File: src/hw/pdp8_pkg.sv
// ---------------------------------------------------------
// PDP-8 shared types and constants
// ---------------------------------------------------------
package pdp8_pkg;

  localparam int word_w    = 12;
  localparam int addr_w    = 12;
  localparam int mem_words = 4096;

  typedef logic [word_w-1:0] word_t;
  typedef logic [addr_w-1:0] addr_t;

  localparam word_t halt_word = 12'o7402;

  typedef enum logic [2:0] {
    op_and, op_tad, op_isz, op_dca, op_jms, op_jmp, op_iot, op_opr
  } opcode_t;

  typedef enum logic [2:0] {
    cmd_load_pc, cmd_load_ac, cmd_deposit, cmd_examine, cmd_step, cmd_run
  } panel_op_t;

  typedef struct packed {
    panel_op_t op;
    word_t     sr;                                  // Switch register
  } panel_cmd_t;

  typedef struct packed {
    word_t pc;
    word_t ac;
    word_t mb;
    logic  link;
    logic  halted;
  } panel_status_t;

  typedef enum logic [2:0] {ac_hold, ac_clear, ac_load_sr, ac_and, ac_tad} ac_op_t;
  typedef enum logic [1:0] {pc_hold, pc_inc, pc_load_sr, pc_load_ea} pc_op_t;
  typedef enum logic [1:0] {ea_hold, ea_page_zero, ea_curr_page, ea_load_rd} ea_op_t;
  typedef enum logic [1:0] {mb_hold, mb_load_rd, mb_load_wd} mb_op_t;
  typedef enum logic [1:0] {wd_hold, wd_sr, wd_ac} wd_sel_t;
  typedef enum logic [1:0] {ad_hold, ad_pc, ad_sr, ad_ea} ad_sel_t;

  typedef struct packed {
    ac_op_t  ac_op;
    pc_op_t  pc_op;
    ea_op_t  ea_op;
    mb_op_t  mb_op;
    wd_sel_t wd_sel;
    ad_sel_t ad_sel;
    logic    ir_load;
  } dp_ctrl_t;

  typedef struct packed {
    addr_t addr;
    word_t wdata;
    logic  write;
  } mem_req_t;

  typedef enum logic [3:0] {
    st_idle, st_load, st_deposit, st_examine, st_fetch, st_decode, st_addr_calc,
    st_ind_read, st_exec_addr, st_exec_mem, st_exec_fin, st_halt, st_ack
  } cpu_state_t;

  typedef enum logic [1:0] {ph_setup, ph_req, ph_data, ph_done} mem_phase_t;

endpackage

File: src/hw/cpu_datapath.sv
`timescale 1ns/1ps
// ---------------------------------------------------------
// PDP-8 register datapath
// ---------------------------------------------------------
module cpu_datapath (
  input  logic                    clock,
  input  logic                    resetN,
  input  pdp8_pkg::dp_ctrl_t      ctrl,
  input  pdp8_pkg::word_t         sr,
  input  pdp8_pkg::word_t         rdata,
  output pdp8_pkg::mem_req_t      mem_req,
  output pdp8_pkg::word_t         ir,
  output pdp8_pkg::panel_status_t status
);

  pdp8_pkg::word_t ac;
  pdp8_pkg::word_t mb;
  pdp8_pkg::word_t wdata;
  pdp8_pkg::addr_t pc;
  pdp8_pkg::addr_t ea;
  pdp8_pkg::addr_t addr;
  logic            link;
  logic            write;
  logic [pdp8_pkg::word_w:0] tad_sum;

  assign tad_sum = {1'b0, ac} + {1'b0, mb};             // Top bit is the carry out

  always_ff @(posedge clock or negedge resetN) begin
    if (!resetN) begin
      ac    <= '0;
      link  <= 1'b0;
      pc    <= '0;
      ir    <= '0;
      ea    <= '0;
      mb    <= '0;
      addr  <= '0;
      wdata <= '0;
      write <= 1'b0;
    end else begin
      case (ctrl.ac_op)
        pdp8_pkg::ac_clear:   ac <= '0;
        pdp8_pkg::ac_load_sr: ac <= sr;
        pdp8_pkg::ac_and:     ac <= ac & mb;
        pdp8_pkg::ac_tad: begin
          ac   <= tad_sum[pdp8_pkg::word_w-1:0];
          link <= link ^ tad_sum[pdp8_pkg::word_w];
        end
        default: ;
      endcase
      case (ctrl.pc_op)
        pdp8_pkg::pc_inc:     pc <= pc + 1'b1;
        pdp8_pkg::pc_load_sr: pc <= sr;
        pdp8_pkg::pc_load_ea: pc <= ea;
        default: ;
      endcase
      case (ctrl.ea_op)
        pdp8_pkg::ea_page_zero: ea <= {5'b0, ir[6:0]};
        pdp8_pkg::ea_curr_page: ea <= {pc[11:7], ir[6:0]};  // PC already past the instruction
        pdp8_pkg::ea_load_rd:   ea <= rdata;
        default: ;
      endcase
      case (ctrl.mb_op)
        pdp8_pkg::mb_load_rd: mb <= rdata;
        pdp8_pkg::mb_load_wd: mb <= wdata;
        default: ;
      endcase
      case (ctrl.wd_sel)
        pdp8_pkg::wd_sr: wdata <= sr;
        pdp8_pkg::wd_ac: wdata <= ac;
        default: ;
      endcase
      case (ctrl.ad_sel)
        pdp8_pkg::ad_pc: addr <= pc;
        pdp8_pkg::ad_sr: addr <= sr;
        pdp8_pkg::ad_ea: addr <= ea;
        default: ;
      endcase
      // Staging write data alongside the address marks the access as a write
      if (ctrl.ad_sel != pdp8_pkg::ad_hold)
        write <= (ctrl.wd_sel != pdp8_pkg::wd_hold);
      if (ctrl.ir_load)
        ir <= rdata;
    end
  end

  assign mem_req = '{addr: addr, wdata: wdata, write: write};
  assign status  = '{pc: pc, ac: ac, mb: mb, link: link, halted: 1'b0};  // Halt flag kept by controller

endmodule

File: config.mk
export PLATFORM = sky130hd
export DESIGN_NAME = cpu_datapath
export DESIGN_NICKNAME = d
export VERILOG_FILES = /design/src/hw/pdp8_pkg.sv /design/src/hw/cpu_datapath.sv
export SDC_FILE = /design/constraint.sdc
export NUM_CORES = 1
export LEC_CHECK = 0
export BUFFER_PORTS_ARGS = -buffer_cell sky130_fd_sc_hd__buf_2
export CAP_MARGIN = 20
export CELL_PAD_IN_SITES_DETAIL_PLACEMENT = 0
export CELL_PAD_IN_SITES_GLOBAL_PLACEMENT = 1
export CORE_MARGIN = 2
export CORE_UTILIZATION = 45
export CTS_CLUSTER_DIAMETER = 50
export CTS_CLUSTER_SIZE = 12
export DETAILED_ROUTE_END_ITERATION = 8
export PLACE_DENSITY = 0.91
export RECOVER_POWER = 100
export SYNTH_ARGS = -nofsm -noshare
export SYNTH_HDL_FRONTEND = slang
export SYNTH_SLANG_ARGS = --single-unit
File: constraint.sdc
create_clock -name clock -period 5.1 [get_ports clock]
set_clock_uncertainty 0.15 [all_clocks]
set_input_delay 0.51 -clock clock [delete_from_list [all_inputs] [get_ports clock]]
set_output_delay 0.51 -clock clock [all_outputs]
set_load 0.02 [all_outputs]
==> results.cfg <==
[power_and_ir_drop]
pwr-share-seq = 0.427
ir_worst_vdd_v = 0.000165
powerDensity_nw_per_um2 = 382
power_frac_clock = 0.227
p_int_w = 0.00130
p_comb_frac = 0.346
p_leak_nw = 2.43
sw_frac_of_total = 0.400
p_sw_w = 0.000866

[sta]
min_period_ns = 2.69
rsz0062_at_grt = no
worst_pin_slew_ns = 2.15
setup_violations = 0
period_share = 0.527
finalHoldViolCount = 0
max_slew_margin = -0.433
slew_violations = 69
fmax_mhz = 372
final.setup.tns_ns = 0

[global_routing]
grtUsageTotal = 0.240
met2_usage = 0.367
met3_usage = 0.0305
grt_use_met1 = 0.332
busiest_layer = met2
grt_overflow = 0
grt_max_degree = 87
grt_pass1_vias = 4055
antenna_found_initial = 0
grt_pass1_wl_um = 21600

[status]
violations = max-capacitance violations, max-slew violations
status = complete, but fails checks

[layout]
area_growth_pct = 14.3
post-route-cell-area_um2 = 5680
drive_above_1_share = 0.142
fin_nets = 624
antennaDiodeCount = 0

[synth]
syn_inst = 470
synth_edf_count = 0
syn_area_per_cell_um2 = 10.6
synth_flop_cell = dfrtp_1
syn-num-nets = 527
syn_area_um2 = 4970
ys_warn_count = 0
synth_top_area_share = 0.433
ys_top_cells_by_area = dfrtp_1 43%, mux2i_1 11%, mux4_2 5.9%
ys_seq_elements = 86
synth_top_area_cell = dfrtp_1
ys_seq_area_frac = 0.433
synth_cell_types = 55
async_flop_share = 1.00
synth.most_common_cell = dfrtp_1
synth_common_cells = 86 x dfrtp_1, 56 x mux2i_1, 44 x a21oi_1, 38 x nor2_1, 36 x nand2_1

[die]
core_area_um2 = 10800
die_area_um2 = 11900
ios = 115
start_util = 0.460
die_h_um = 109
rows = 38
die_w_um = 109

[min_path]
hp-start = rdata[4]
hold_depth = 2
min_to = ir[4]
hp-class = primary input to flop

[placed_design]
portBuffers = 113
routabilityCongestion = 0.942
post_dp_cell_area_um2 = 5570
place_hpwl_um = 9780

[cts]
ctsRootBufferMaster = clkbuf_8
post_cts_buffers = 0
tritoncts = built
worstSkewPairLatency_ns = 0.37
cts.sinks = 86
clk_pin_slew_worst_paths_ns = 0.09
h-tree-depth = 3
clockBufferDepth = 2
cts_buffers = 9

[setup_path]
path_cells = dlygate4sd3_1 > clkbuf_1
reg2reg_from = ac[0]
endpoint_kind = asynchronous set/reset pin
reg2reg_depth = 7
crit_buf_inv = 2
path_class = primary input to asynchronous set/reset pin
rr_endpoint = ac[10]
crit_fanout = 37
cp_slowest_cell = clkbuf_1
slowest_delay_ns = 1.53
path_delay_family = buffers and inverters
critPathArrivalTime_ns = 2.58
critPathLaunchType = primary input
reg2reg_slack_ns = 2.66
cp.required_ns = 4.99

[route]
final_antenna_net_count = 0
drtIter0Drc = 242
num_vias = 4156
drc = 0
postRouteWirelength_um = 13800
first_pass_iters = 7
viasPerCell = 5.85
wl_per_cell_um = 19.4

[flow_run]
maxCapViolations = 2
[sequential cells by signal, indices dropped and copies added, names as in the netlist]
name and cells:
write 1, mb 12, link 1, ir 12
pc 12, addr 12, ea 12, wdata 12
ac 12
[placed cells by master (no fill, tap or decap), types with 4 or more instances in the layout]
cell type | netlist | final
a211oi_1 | 12 | 13
a21oi_1 | 44 | 44
a31oi_1 | 4 | 4
and3_1 | 5 | 5
buf_2 | 12 | 34
clkbuf_1 | 9 | 79
clkbuf_8 | 0 | 9
dfrtp_1 | 86 | 86
ha_1 | 16 | 16
inv_1 | 9 | 9
mux2_2 | 14 | 14
mux2i_1 | 56 | 56
mux4_2 | 13 | 13
nand2_1 | 36 | 36
nand3_1 | 7 | 7
nand4_1 | 5 | 5
nor2_1 | 38 | 39
nor2b_1 | 10 | 10
o21ai_0 | 26 | 26
o31ai_1 | 5 | 6
xnor2_1 | 8 | 8
[how the worst max path moves through the flow]
stage / start / endpoint / depth (start not counted)
4_1_cts: ac[0] / ac[10] / 7
3_5_place_dp: ac[0] / ac[10] / 7
5_1_grt: resetN / wdata[11] / 2
3_3_place_gp: ac[0] / ac[10] / 7
2_1_floorplan: ac[0] / ac[10] / 7
6_report: resetN / wdata[11] / 2
[power by group through the flow]
stage               clock [W]  combinational (W)  sequential, W
floorplan                   0           0.000427        0.00102
global route         0.000527           0.000823       0.000940
finish               0.000492           0.000750       0.000925
CTS                  0.000500           0.000782       0.000918
global placement            0           0.000763       0.000926
detailed placement          0           0.000777       0.000931
[cell families (layout without fill, tap and decap cells)]
kind of cell	Yosys count	count (layout)	share of synthesized area
muxes	84	84	0.206
other	1	1	0.000755
and+or+nand+nor	110	110	0.101
xor gates and xnor gates	12	12	0.0249
buffers and inverters	38	139	0.0363
DFF	86	86	0.433
adders and majority gates	17	17	0.0443
AOI/OAI and AO/OA	122	122	0.153
[stage by stage]
| step | util | setup slack (ns) | hold WS (ns) | cells | power [W] |
|---|---|---|---|---|---|
| after floorplan | - | 2.86 | 0.0644 | 470 | 0.00145 |
| after global placement | 0.516 | 2.88 | 0.310 | 694 | 0.00169 |
| after detailed placement | 0.516 | 2.82 | 0.346 | 694 | 0.00171 |
| after CTS | 0.534 | 2.78 | 0.231 | 709 | 0.00220 |
| after global routing | 0.526 | 2.03 | 0.247 | 711 | 0.00229 |
| final | 0.526 | 2.41 | 0.256 | 711 | 0.00217 |
[layout make-up]
type	instances	area [um^2]
tap	140	175
multi-input combinational	346	2620
clock buffer	9	124
sequential	86	2150
clock inverter	6	68.8
inverter	9	33.8
timing repair buffer	115	504
fill	999	5120
[layer usage]
metal  vias to the layer above  part of all wire
met5                         -                 0
met1                      2056              0.44
met2                       150              0.46
li1                       1917                 -
met3                        33             0.053
met4                         0             0.042
[timing repair]
item	CTS	global route
setup endpoints to repair	0	0
hold buffers	0	1
gates resized for setup	0	0
hold endpoints to repair	0	28
Note: power is estimated with default switching activity, not from simulation.
