--- src/hw/pdp8_pkg.sv ---
// ---------------------------------------------------------
// PDP-8 shared types and constants
// ---------------------------------------------------------
package pdp8_pkg;

  localparam int word_w    = 12;
  localparam int addr_w    = 12;
  localparam int mem_words = 4096;

  typedef logic [word_w-1:0] word_t;
  typedef logic [addr_w-1:0] addr_t;

  localparam word_t halt_word = 12'o7402;

  typedef enum logic [2:0] {
    op_and, op_tad, op_isz, op_dca, op_jms, op_jmp, op_iot, op_opr
  } opcode_t;

  typedef enum logic [2:0] {
    cmd_load_pc, cmd_load_ac, cmd_deposit, cmd_examine, cmd_step, cmd_run
  } panel_op_t;

  typedef struct packed {
    panel_op_t op;
    word_t     sr;                                  // Switch register
  } panel_cmd_t;

  typedef struct packed {
    word_t pc;
    word_t ac;
    word_t mb;
    logic  link;
    logic  halted;
  } panel_status_t;

  typedef enum logic [2:0] {ac_hold, ac_clear, ac_load_sr, ac_and, ac_tad} ac_op_t;
  typedef enum logic [1:0] {pc_hold, pc_inc, pc_load_sr, pc_load_ea} pc_op_t;
  typedef enum logic [1:0] {ea_hold, ea_page_zero, ea_curr_page, ea_load_rd} ea_op_t;
  typedef enum logic [1:0] {mb_hold, mb_load_rd, mb_load_wd} mb_op_t;
  typedef enum logic [1:0] {wd_hold, wd_sr, wd_ac} wd_sel_t;
  typedef enum logic [1:0] {ad_hold, ad_pc, ad_sr, ad_ea} ad_sel_t;

  typedef struct packed {
    ac_op_t  ac_op;
    pc_op_t  pc_op;
    ea_op_t  ea_op;
    mb_op_t  mb_op;
    wd_sel_t wd_sel;
    ad_sel_t ad_sel;
    logic    ir_load;
  } dp_ctrl_t;

  typedef struct packed {
    addr_t addr;
    word_t wdata;
    logic  write;
  } mem_req_t;

  typedef enum logic [3:0] {
    st_idle, st_load, st_deposit, st_examine, st_fetch, st_decode, st_addr_calc,
    st_ind_read, st_exec_addr, st_exec_mem, st_exec_fin, st_halt, st_ack
  } cpu_state_t;

  typedef enum logic [1:0] {ph_setup, ph_req, ph_data, ph_done} mem_phase_t;

endpackage

--- src/hw/cpu_controller.sv ---
`timescale 1ns/1ps
// ---------------------------------------------------------
// PDP-8 control sequencer
// ---------------------------------------------------------
module cpu_controller (
  input  logic                 clock,
  input  logic                 resetN,
  input  pdp8_pkg::panel_cmd_t cmd,
  input  logic                 cmd_req,
  output logic                 cmd_ack,
  input  pdp8_pkg::word_t      ir,
  input  logic                 mem_ack,
  output logic                 mem_req_valid,
  output pdp8_pkg::dp_ctrl_t   ctrl,
  output logic                 halted
);

  pdp8_pkg::cpu_state_t state;
  pdp8_pkg::cpu_state_t next_state;
  pdp8_pkg::cpu_state_t after_instr;
  pdp8_pkg::mem_phase_t phase;
  pdp8_pkg::mem_phase_t next_phase;
  pdp8_pkg::opcode_t    op;
  logic                 mem_state;
  logic                 mem_done;

  assign op = pdp8_pkg::opcode_t'(ir[11:9]);
  assign after_instr = (cmd.op == pdp8_pkg::cmd_run) ? pdp8_pkg::st_fetch : pdp8_pkg::st_ack;
  assign mem_state = state inside {pdp8_pkg::st_deposit, pdp8_pkg::st_examine,
                                   pdp8_pkg::st_fetch, pdp8_pkg::st_ind_read,
                                   pdp8_pkg::st_exec_mem};
  assign mem_done = (phase == pdp8_pkg::ph_done) && !mem_ack;  // Ack has dropped
  assign mem_req_valid = mem_state && (phase == pdp8_pkg::ph_req);
  assign cmd_ack = (state == pdp8_pkg::st_ack);

  always_ff @(posedge clock or negedge resetN) begin
    if (!resetN) begin
      state  <= pdp8_pkg::st_idle;
      phase  <= pdp8_pkg::ph_setup;
      halted <= 1'b0;
    end else begin
      state <= next_state;
      phase <= next_phase;
      if (state == pdp8_pkg::st_halt)
        halted <= 1'b1;
      else if (state == pdp8_pkg::st_idle && cmd_req)
        halted <= 1'b0;                                 // Cleared by the next command
    end
  end

  always_comb begin
    next_state = state;
    next_phase = phase;
    if (mem_state) begin
      case (phase)
        pdp8_pkg::ph_setup: next_phase = pdp8_pkg::ph_req;
        pdp8_pkg::ph_req:   if (mem_ack) next_phase = pdp8_pkg::ph_data;
        pdp8_pkg::ph_data:  next_phase = pdp8_pkg::ph_done;
        default:            if (!mem_ack) next_phase = pdp8_pkg::ph_setup;
      endcase
    end
    case (state)
      pdp8_pkg::st_idle: if (cmd_req) begin
        case (cmd.op)
          pdp8_pkg::cmd_load_pc, pdp8_pkg::cmd_load_ac: next_state = pdp8_pkg::st_load;
          pdp8_pkg::cmd_deposit:                        next_state = pdp8_pkg::st_deposit;
          pdp8_pkg::cmd_examine:                        next_state = pdp8_pkg::st_examine;
          pdp8_pkg::cmd_step, pdp8_pkg::cmd_run:        next_state = pdp8_pkg::st_fetch;
          default:                                      next_state = pdp8_pkg::st_ack;
        endcase
      end
      pdp8_pkg::st_load:     next_state = pdp8_pkg::st_ack;
      pdp8_pkg::st_deposit,
      pdp8_pkg::st_examine:  if (mem_done) next_state = pdp8_pkg::st_ack;
      pdp8_pkg::st_fetch:    if (mem_done) next_state = pdp8_pkg::st_decode;
      pdp8_pkg::st_decode: begin
        if (ir == pdp8_pkg::halt_word)
          next_state = pdp8_pkg::st_halt;
        else if (op inside {pdp8_pkg::op_and, pdp8_pkg::op_tad,
                            pdp8_pkg::op_dca, pdp8_pkg::op_jmp})
          next_state = pdp8_pkg::st_addr_calc;
        else
          next_state = after_instr;                     // Other opcodes act as no-ops
      end
      pdp8_pkg::st_addr_calc:
        next_state = ir[8] ? pdp8_pkg::st_ind_read : pdp8_pkg::st_exec_addr;
      pdp8_pkg::st_ind_read: if (mem_done) next_state = pdp8_pkg::st_exec_addr;
      pdp8_pkg::st_exec_addr: begin
        if (op == pdp8_pkg::op_jmp) begin
          next_state = after_instr;
        end else begin
          next_state = pdp8_pkg::st_exec_mem;
          next_phase = pdp8_pkg::ph_req;                // Address staged here already
        end
      end
      pdp8_pkg::st_exec_mem: if (mem_done) next_state = pdp8_pkg::st_exec_fin;
      pdp8_pkg::st_exec_fin: next_state = after_instr;
      pdp8_pkg::st_halt:     next_state = pdp8_pkg::st_ack;
      pdp8_pkg::st_ack:      if (!cmd_req) next_state = pdp8_pkg::st_idle;
      default:               next_state = pdp8_pkg::st_idle;
    endcase
  end

  always_comb begin
    ctrl = '0;                                          // Hold everything
    case (state)
      pdp8_pkg::st_load: begin
        if (cmd.op == pdp8_pkg::cmd_load_pc) ctrl.pc_op = pdp8_pkg::pc_load_sr;
        if (cmd.op == pdp8_pkg::cmd_load_ac) ctrl.ac_op = pdp8_pkg::ac_load_sr;
      end
      pdp8_pkg::st_deposit: begin
        if (phase == pdp8_pkg::ph_setup) begin
          ctrl.ad_sel = pdp8_pkg::ad_pc;
          ctrl.wd_sel = pdp8_pkg::wd_sr;
        end
        if (phase == pdp8_pkg::ph_data) ctrl.pc_op = pdp8_pkg::pc_inc;
      end
      pdp8_pkg::st_examine: begin
        if (phase == pdp8_pkg::ph_setup) ctrl.ad_sel = pdp8_pkg::ad_sr;
        if (phase == pdp8_pkg::ph_data) ctrl.mb_op = pdp8_pkg::mb_load_rd;
      end
      pdp8_pkg::st_fetch: begin
        if (phase == pdp8_pkg::ph_setup) ctrl.ad_sel = pdp8_pkg::ad_pc;
        if (phase == pdp8_pkg::ph_data) begin
          ctrl.ir_load = 1'b1;
          ctrl.pc_op   = pdp8_pkg::pc_inc;
        end
      end
      pdp8_pkg::st_addr_calc:
        ctrl.ea_op = ir[7] ? pdp8_pkg::ea_curr_page : pdp8_pkg::ea_page_zero;
      pdp8_pkg::st_ind_read: begin
        if (phase == pdp8_pkg::ph_setup) ctrl.ad_sel = pdp8_pkg::ad_ea;
        if (phase == pdp8_pkg::ph_data) ctrl.ea_op = pdp8_pkg::ea_load_rd;  // Pointer word
      end
      pdp8_pkg::st_exec_addr: begin
        if (op == pdp8_pkg::op_jmp) begin
          ctrl.pc_op = pdp8_pkg::pc_load_ea;
        end else begin
          ctrl.ad_sel = pdp8_pkg::ad_ea;
          if (op == pdp8_pkg::op_dca) ctrl.wd_sel = pdp8_pkg::wd_ac;
        end
      end
      pdp8_pkg::st_exec_mem:
        if (phase == pdp8_pkg::ph_data)
          ctrl.mb_op = (op == pdp8_pkg::op_dca) ? pdp8_pkg::mb_load_wd : pdp8_pkg::mb_load_rd;
      pdp8_pkg::st_exec_fin: begin
        case (op)
          pdp8_pkg::op_and: ctrl.ac_op = pdp8_pkg::ac_and;
          pdp8_pkg::op_tad: ctrl.ac_op = pdp8_pkg::ac_tad;
          default:          ctrl.ac_op = pdp8_pkg::ac_clear;  // DCA
        endcase
      end
      default: ;
    endcase
  end

endmodule

--- config.mk ---
export PLATFORM = sky130hd
export DESIGN_NAME = cpu_controller
export DESIGN_NICKNAME = d
export VERILOG_FILES = /design/src/hw/pdp8_pkg.sv /design/src/hw/cpu_controller.sv
export SDC_FILE = /design/constraint.sdc
export NUM_CORES = 1
export LEC_CHECK = 0
export BUFFER_PORTS_ARGS = -buffer_cell sky130_fd_sc_hd__buf_4
export CORE_ASPECT_RATIO = 0.75
export CORE_UTILIZATION = 48
export DETAILED_ROUTE_END_ITERATION = 16
export GPL_TIMING_DRIVEN = 0
export PLACE_DENSITY = 0.9
export SLEW_MARGIN = 20
export SYNTH_ARGS = -nofsm -noshare
export SYNTH_HDL_FRONTEND = slang
export SYNTH_SLANG_ARGS = --single-unit
--- constraint.sdc ---
create_clock -name clock -period 1.7 [get_ports clock]
set_input_delay 0.255 -clock clock [delete_from_list [all_inputs] [get_ports clock]]
set_output_delay 0.255 -clock clock [all_outputs]
set_load 0.1 [all_outputs]
==> run_results.csv, run 1 <==
group,metric,value,unit
placed_design,portBuffers,34,
floorplanning,dieHeight,44.53,µm
synthesis,synth_xor_area_share,1.514,%
synthesis,netlist.top_cell.by_area,"dfrtp_1",
synthesis,syn-num-nets,176,
status,status,"did not finish",
synthesis,synthSimpleGateAreaFrac,41.08,%
synthesis,netlist_area,1157,µm²
placed_design,pre_cts_ws,-0.2635,ns
floorplanning,rows,15,
synthesis,synth_top_area_share,15.14,%
synthesis,avgSynthCellArea,7.982,µm²
clock_tree,cts_htree_levels,1,
synthesis,async_reset_ff_share,100.0,%
floorplanning,die_w,58.70,µm
clock_tree,cts_buffers,3,
sta,crit_endpoint,"mem_req_valid",
placed_design,gp_congestion,0.9572,
synthesis,synth_top_family_by_area,"simple AND/OR/NAND/NOR gates",
synthesis,synth_edf_count,0,
synthesis,seq_area_frac_synth,15.14,%
synthesis,synthFlopType,"dfrtp_1",
clock_tree,cts.sinks,7,
placed_design,hpwl,2929,µm
synthesis,netlist_top_cells_area,"dfrtp_1 (15%), buf_6 (9.7%), nor3_1 (5.6%)",
clock_tree,max-clock-path-buffers,2,
grt,grt_max_degree,11,
synthesis,ys_ff_latch,7,
sta,endpoint_type,"top-level output",
synthesis,ys_types,52,
status,stop_stage,"global routing",
status,tool.error,"[ERROR DPL-0038] Utilization greater than 100%, impossible to legalize",
synthesis,yosysWarnings,0,
synthesis,syn_inst,145,
synthesis,synthAdderAreaFrac,0,%
floorplanning,io_pins,48,
clock_tree,ctsRootBufferMaster,"clkbuf_4",
floorplanning,initial_core_util,50.55,%
synthesis,synth_compound_area_share,27.78,%
synthesis,synthMuxAreaShare,0,%
## cells by family after synthesis
logic type / count (synthesis)
simple gates: 74
compound gates: 42
buf+inv: 20
flops: 7
xor+xnor: 2
## Yosys cell counts (3+ instances only)
cell type,instances
nor2_1,13
nor3_1,13
buf_6,10
a21oi_1,8
nand2b_1,8
dfrtp_1,7
nand2_1,6
o21ai_0,6
nand3b_1,5
nor4_1,4
a211oi_1,3
inv_1,3
nand3_1,3
o21a_1,3
o21ai_1,3
o41ai_1,3
or2_1,3
## repair_timing
action,4_1_cts
pin swaps,16
setup endpoints to repair,16
gates resized for setup,59
endpoints found under the hold margin,7
hold buffers,1
setup buffers,20
## stage by stage
step | hold WS (ns) | area, µm² | instances
2_1_floorplan | -0.04059 | 1404 | 145
3_3_place_gp | 0.06969 | 1702 | 213
3_5_place_dp | 0.07456 | 1702 | 213
4_1_cts | 0.2610 | 2138 | 238
==> run 2, diff against run 1 <==
CORE_AREA = 2 2 63 65   (was unset)
CORE_ASPECT_RATIO = unset   (was 0.75)
CORE_UTILIZATION = unset   (was 48)
DIE_AREA = 0 0 65 67   (was unset)
PLACE_DENSITY = unset   (was 0.9)
PLACE_DENSITY_LB_ADDON = 0.15   (was unset)
==> run_results.csv, run 2 <==
group,metric,value,unit
placed_design,gp_congestion,0.8646,
routing,avgRoutedWirePerCell,16.17,µm
sta,slew_headroom,63.35,%
grt,grt_use_total,21.02,%
floorplanning,initial_core_util,32.10,%
synthesis,synth_edf_count,0,
synthesis,seq_area_frac_synth,15.14,%
setup_path,max_stage_delay,0.47,ns
power_and_ir_drop,leakage,0.9574,nW
finish,final_cell_mix,"buf_4 (39), buf_6 (18), buf_12 (13), nor3_1 (9), nor2_1 (7)",
flow_run,maxCapViolations,0,
finish,largest_reg_flops,4,
synthesis,netlist.top_cell.by_area,"dfrtp_1",
setup_path,required,1.44,ns
synthesis,synthAdderAreaFrac,0,%
synthesis,async_reset_ff_share,100.0,%
floorplanning,core,3606,µm²
routing,first_pass_iters,4,
sta,hold_viol,0,
sta,fmax,505.2,MHz
sta,holdWs,0.3025,ns
placed_design,portBuffers,34,
finish,regMostFlops,"state",
synthesis,synth_compound_area_share,27.78,%
synthesis,syn_inst,145,
setup_path,cp.depth,5,
power_and_ir_drop,vdd_drop_max,0.001345,V
sta,worst_slack,-0.2793,ns
synthesis,netlist_top_cells_area,"dfrtp_1 (15%), buf_6 (9.7%), nor3_1 (5.6%)",
status,status,"complete, but fails checks",
clock_tree,max-clock-path-buffers,2,
routing,drt_first_iter_violations,71,
floorplanning,dieArea,4355,µm²
synthesis,synth_common_cells,"nor2_1 (13), nor3_1 (13), buf_6 (10)",
routing,wl,4172,µm
sta,fin_crit_sh,116.4,%
synthesis,ys_ff_latch,7,
setup_path,critical-path-slowest-cell,"dfrtp_2",
routing,vias,1404,
grt,grt_pass1_vias,1412,
synthesis,avgSynthCellArea,7.982,µm²
synthesis,ys_types,52,
sta,skew,0.002084,ns
setup_path,path_class,"register to primary output",
grt,gr-total-overflow,0,
finish,reg.largest.list,"state (4), phase (2), halted (1)",
routing,vias_per_cell,5.442,
clock_tree,clk_latency,0.23,ns
synthesis,synth_xor_area_share,1.514,%
synthesis,synth_top_family_by_area,"simple AND/OR/NAND/NOR gates",
finish,drive_gt1_share,60.48,%
floorplanning,dieHeight,67,µm
clock_tree,ctsRootBufferMaster,"clkbuf_8",
grt,grt_pass1_wl,7093,µm
placed_design,pre_cts_ws,-0.2371,ns
synthesis,syn-num-nets,176,
hold_path,min_path_cells,3,
placed_design,hpwl,2795,µm
synthesis,yosysWarnings,0,
finish,num_antenna_cells,0,
synthesis,netlist_area,1157,µm²
sta,setup_viol,19,
sta,tightest_slew,0.5451,ns
hold_path,hp-class,"input pin to register",
setup_path,critPathCaptureType,"primary output",
clock_tree,cts_buffers,3,
finish,nNetsFinal,242,
synthesis,synthSimpleGateAreaFrac,41.08,%
finish,final_common_cell,"buf_4",
status,violations,"setup timing",
setup_path,cp_top_family,"simple AND/OR/NAND/NOR gates",
finish,final_design_area_no_fill,2282,µm²
setup_path,crit_chain,"or3b_4 > a21oi_4 > o21ai_4 > nor2_4 > buf_12",
setup_path,cp-start-kind,"register",
synthesis,synthMuxAreaShare,0,%
setup_path,worstPathArrival,1.72,ns
finish,instances_no_fill,258,
routing,route.detailed.drc,0,
clock_tree,clk_pin_slew,0.04,ns
clock_tree,cts.sinks,7,
setup_path,path_buf_inv,1,
floorplanning,rows,22,
setup_path,path_max_fanout,6,
sta,slew_viol_final,0,
grt,antenna_found_initial,0,
power_and_ir_drop,cellPowerDensity,1620,nW/µm²
sta,period_minus_slack,1.979,ns
finish,area_delta_synth_final,97.19,%
floorplanning,die_w,65,µm
clock_tree,cts_htree_levels,1,
synthesis,synthFlopType,"dfrtp_1",
placed_design,postPlaceCellArea,1719,µm²
grt,grt_max_degree,11,
placed_design,dp.cells,227,
sta,grt_setup_unrepaired,"yes",
routing,postRouteAntennaNets,0,
clock_tree,tritoncts,"done",
setup_path,reg2reg_depth,9,
synthesis,synth_top_area_share,15.14,%
floorplanning,io_pins,48,
[run 2: cell counts after synthesis]
Identical to the previous run, type by type.
[run 2: final timing paths]
check | startpoint | to | slack (ns)
hold reg to reg | halted | halted | 0.55
setup reg to reg | state[1] | phase[0] | -0.02
setup / recovery | state[0] | mem_req_valid | -0.28
max in group asynchronous | resetN | state[3] | 1.18
hold / removal | mem_ack | phase[1] | 0.30
min in group asynchronous | resetN | state[1] | 0.38
[run 2: repair_timing]
| action | in CTS | in global routing |
|---|---|---|
| endpoints found under the hold margin | 7 | 0 |
| setup endpoints to repair | 16 | 22 |
| cloned | 0 | 0 |
| pin swaps | 18 | 17 |
| hold buffers | 1 | 0 |
| buffers inserted | 23 | 6 |
| gates resized for setup | 63 | 16 |
[run 2: area by class of cell]
cell class,count,area [µm²]
plain buffers,12,165.2
clock buffers,4,45.04
fillers,311,1324
inverters,5,21.27
multi-input cells,118,1137
flip-flops and latches,7,177.7
well taps,48,60.06
repair buffers,64,675.6
[run 2: worst register-to-register path, stage by stage, from the launching register on]
cell,delay [ns]
dfrtp_1,0.38
buf_6,0.14
buf_2,0.14
buf_4,0.15
nand2_2,0.13
a21oi_4,0.08
buf_4,0.14
buf_4,0.12
o211a_1,0.21
o21ai_1,0.15
[run 2: per-layer routing]
metal | track usage, % | vias to the layer above | wire (µm)
li1 | - | 678 | -
met1 | 26.58 | 680 | 1702
met2 | 37.11 | 40 | 2224
met3 | 4.223 | 6 | 200
met4 | 3.723 | 0 | 44
met5 | 0 | - | 0
[run 2: stage by stage]
step	setup TNS (ns)	power [mW]	utilization, %
after floorplan	-3.694	2.206	-
after global placement	-1.046	2.628	47.68
after detailed placement	-1.193	2.631	47.68
after CTS	-2.625	3.469	61.28
after global routing	-3.775	3.911	63.29
final	-2.177	3.698	63.29
[run 2: cells by family (layout without fill, tap and decap cells)]
logic type	count (synthesis)	in the layout
and+or+nand+nor	74	74
AOI/OAI and AO/OA	42	42
buffers and inverters	20	85
DFF	7	7
xor gates and xnor gates	2	2
[run 2: power breakdown]
group / leakage (nW) / internal [mW] / switching [mW] / total [mW]
clock: 0.0228 / 0.162 / 0.0704 / 0.232
combinational: 0.849 / 1.44 / 1.71 / 3.15
sequential: 0.0853 / 0.237 / 0.0813 / 0.318
total: 0.957 / 1.84 / 1.86 / 3.70
Power figures use the tool's default switching activity.
==> run 3, diff against run 2 <==
SETUP_SLACK_MARGIN = 0.2   (was unset)
TNS_END_PERCENT = 5   (was unset)
==> run_results.csv, run 3 (synthesized netlist as in run 2, its figures left out) <==
group,metric,value,unit
sta,slew_viol_final,0,
power_and_ir_drop,p_sw,1.743,mW
grt,top_usage_layer,"met2",
sta,slew_headroom,77.73,%
finish,num_antenna_cells,0,
sta,worst_slack,-0.2549,ns
clock_tree,max-clock-path-buffers,2,
routing,wl,4079,µm
grt,use_met1,25.56,%
sta,grt_setup_unrepaired,"yes",
floorplanning,core,3606,µm²
flow_run,maxCapViolations,0,
finish,reg.largest.list,"state (4), phase (2), halted (1)",
sta,fin_crit_sh,115.0,%
sta,hold_viol,0,
setup_path,endpoint,"ctrl[1]",
hold_path,hp-class,"input pin to register",
clock_tree,ctsRootBufferMaster,"clkbuf_8",
power_and_ir_drop,p_sw_share,52.49,%
finish,fin_util,57.08,%
power_and_ir_drop,cellPowerDensity,1613,nW/µm²
floorplanning,dieArea,4355,µm²
power_and_ir_drop,p_int,1.577,mW
floorplanning,initial_core_util,32.10,%
sta,fmax,511.5,MHz
setup_path,critPathCaptureType,"primary output",
clock_tree,tritoncts,"done",
finish,largest_reg_flops,4,
setup_path,rr_endpoint,"state[0]",
placed_design,postPlaceCellArea,1634,µm²
setup_path,path_class,"register to primary output",
placed_design,gp_congestion,0.9041,
finish,final_common_cell,"buf_4",
placed_design,dp.cells,227,
routing,vias_per_cell,5.457,
power_and_ir_drop,share_seq_of_total_power,9.4,%
floorplanning,die_w,65,µm
placed_design,pre_cts_ws,-0.3271,ns
setup_path,reg2reg_depth,7,
setup_path,cp-start-kind,"register",
finish,instances_no_fill,245,
power_and_ir_drop,vdd_drop_max,0.001197,V
sta,tightest_slew,0.3320,ns
finish,final_cell_mix,"buf_4 (31), buf_6 (16), nor3_1 (10), buf_12 (9), nor2_1 (7)",
grt,use_met2,33.25,%
grt,antenna_found_initial,0,
grt,grtUsageMet3,4.730,%
placed_design,portBuffers,34,
routing,vias,1337,
finish,fillCellCount,346,
routing,route.detailed.drc,0,
setup_path,path_max_fanout,6,
status,violations,"setup timing",
hold_path,min_from,"mem_ack",
clock_tree,cts_buffers,3,
setup_path,worstPathArrival,1.70,ns
setup_path,r2r_start,"phase[0]",
setup_path,r2r_slack,0.05,ns
clock_tree,cts_htree_levels,1,
routing,postRouteAntennaNets,0,
grt,grt_use_total,19.69,%
setup_path,required,1.44,ns
finish,regMostFlops,"state",
clock_tree,clk_pin_slew,0.04,ns
finish,area_delta_synth_final,77.84,%
grt,gr-total-overflow,0,
status,status,"complete, but fails checks",
routing,drt_first_iter_violations,59,
setup_path,crit_start,"state[0]",
grt,grt_max_degree,11,
finish,drive_gt1_share,57.36,%
power_and_ir_drop,p_comb_share,83.6,%
sta,period_minus_slack,1.955,ns
finish,final_design_area_no_fill,2058,µm²
sta,skew,0.002986,ns
power_and_ir_drop,leakage,0.8597,nW
floorplanning,rows,22,
routing,first_pass_iters,4,
floorplanning,dieHeight,67,µm
clock_tree,cts.sinks,7,
clock_tree,clk_latency,0.23,ns
finish,nNetsFinal,229,
floorplanning,io_pins,48,
sta,setup_viol,14,
routing,avgRoutedWirePerCell,16.65,µm
placed_design,hpwl,2926,µm
power_and_ir_drop,clkPwrFrac,7.0,%
grt,grt_pass1_wl,6637,µm
grt,grt_pass1_vias,1303,
run 3: cell count changes in the layout (fill, tap and decap cells not counted), moves of 2 or more:
cell	delta
o21ai_2	+2
or2_4	-2
buf_4	-8
a21oi_4	-2
nand2b_2	+2
nor2_4	-4
nor2_2	+4
buf_6	-2
buf_12	-4
run 3: worst max-delay path, cell delays in order (launching register included):
cell	delay [ns]
dfrtp_2	0.46
nand2b_2	0.29
o21a_1	0.23
o41ai_4	0.21
buf_6	0.27
run 3: layer usage:
layer / share of wire (%) / wire, µm
met1: 42 / 1705
met5: 0 / 0
met2: 51 / 2081
met3: 6.8 / 276
met4: 0.39 / 16
run 3: worst min path at each step:
stage / to / slack [ns] / cells after the start
6_report: phase[1] / 0.30 / 3
5_1_grt: phase[1] / 0.30 / 3
4_1_cts: phase[1] / 0.30 / 3
3_5_place_dp: state[3] / 0.08 / 1
3_3_place_gp: state[0] / 0.08 / 1
2_1_floorplan: halted / -0.04 / 0
run 3: cell type report:
| cell class | count | area, µm² | area share [%] |
|---|---|---|---|
| Inverter | 5 | 18.77 | 0.9119 |
| Tap cell | 48 | 60.06 | 2.918 |
| Multi-Input combinational cell | 118 | 1072 | 52.10 |
| Sequential cell | 7 | 177.7 | 8.632 |
| Timing Repair Buffer | 48 | 505.5 | 24.56 |
| Clock buffer | 4 | 45.04 | 2.188 |
| Buffer | 15 | 178.9 | 8.693 |
run 3: per-stage QoR:
stage	total power [mW]	hold slack [ns]	TNS (ns)
final	3.320	0.2967	-2.144
after global routing	3.536	0.3044	-3.427
after CTS	3.140	0.2959	-2.655
after detailed placement	2.513	0.07664	-1.855
after global placement	2.513	0.07520	-1.894
after floorplan	2.074	-0.04059	-5.305
run 3: timing repair:
| item | 4_1_cts | 5_1_grt |
|---|---|---|
| gates resized for setup | 35 | 32 |
| hold buffers | 1 | 0 |
| pin swaps | 6 | 11 |
| endpoints found under the setup margin | 23 | 23 |
| gates cloned | 0 | 0 |
| setup buffers | 11 | 2 |
| endpoints found under the hold margin | 7 | 0 |
run 3: power by group through the flow:
stage	clock network (mW)	registers [mW]	logic [mW]
floorplan	0	0.278	1.80
global placement	0	0.293	2.22
detailed placement	0	0.294	2.22
CTS	0.234	0.306	2.60
global route	0.258	0.320	2.96
finish	0.232	0.312	2.78
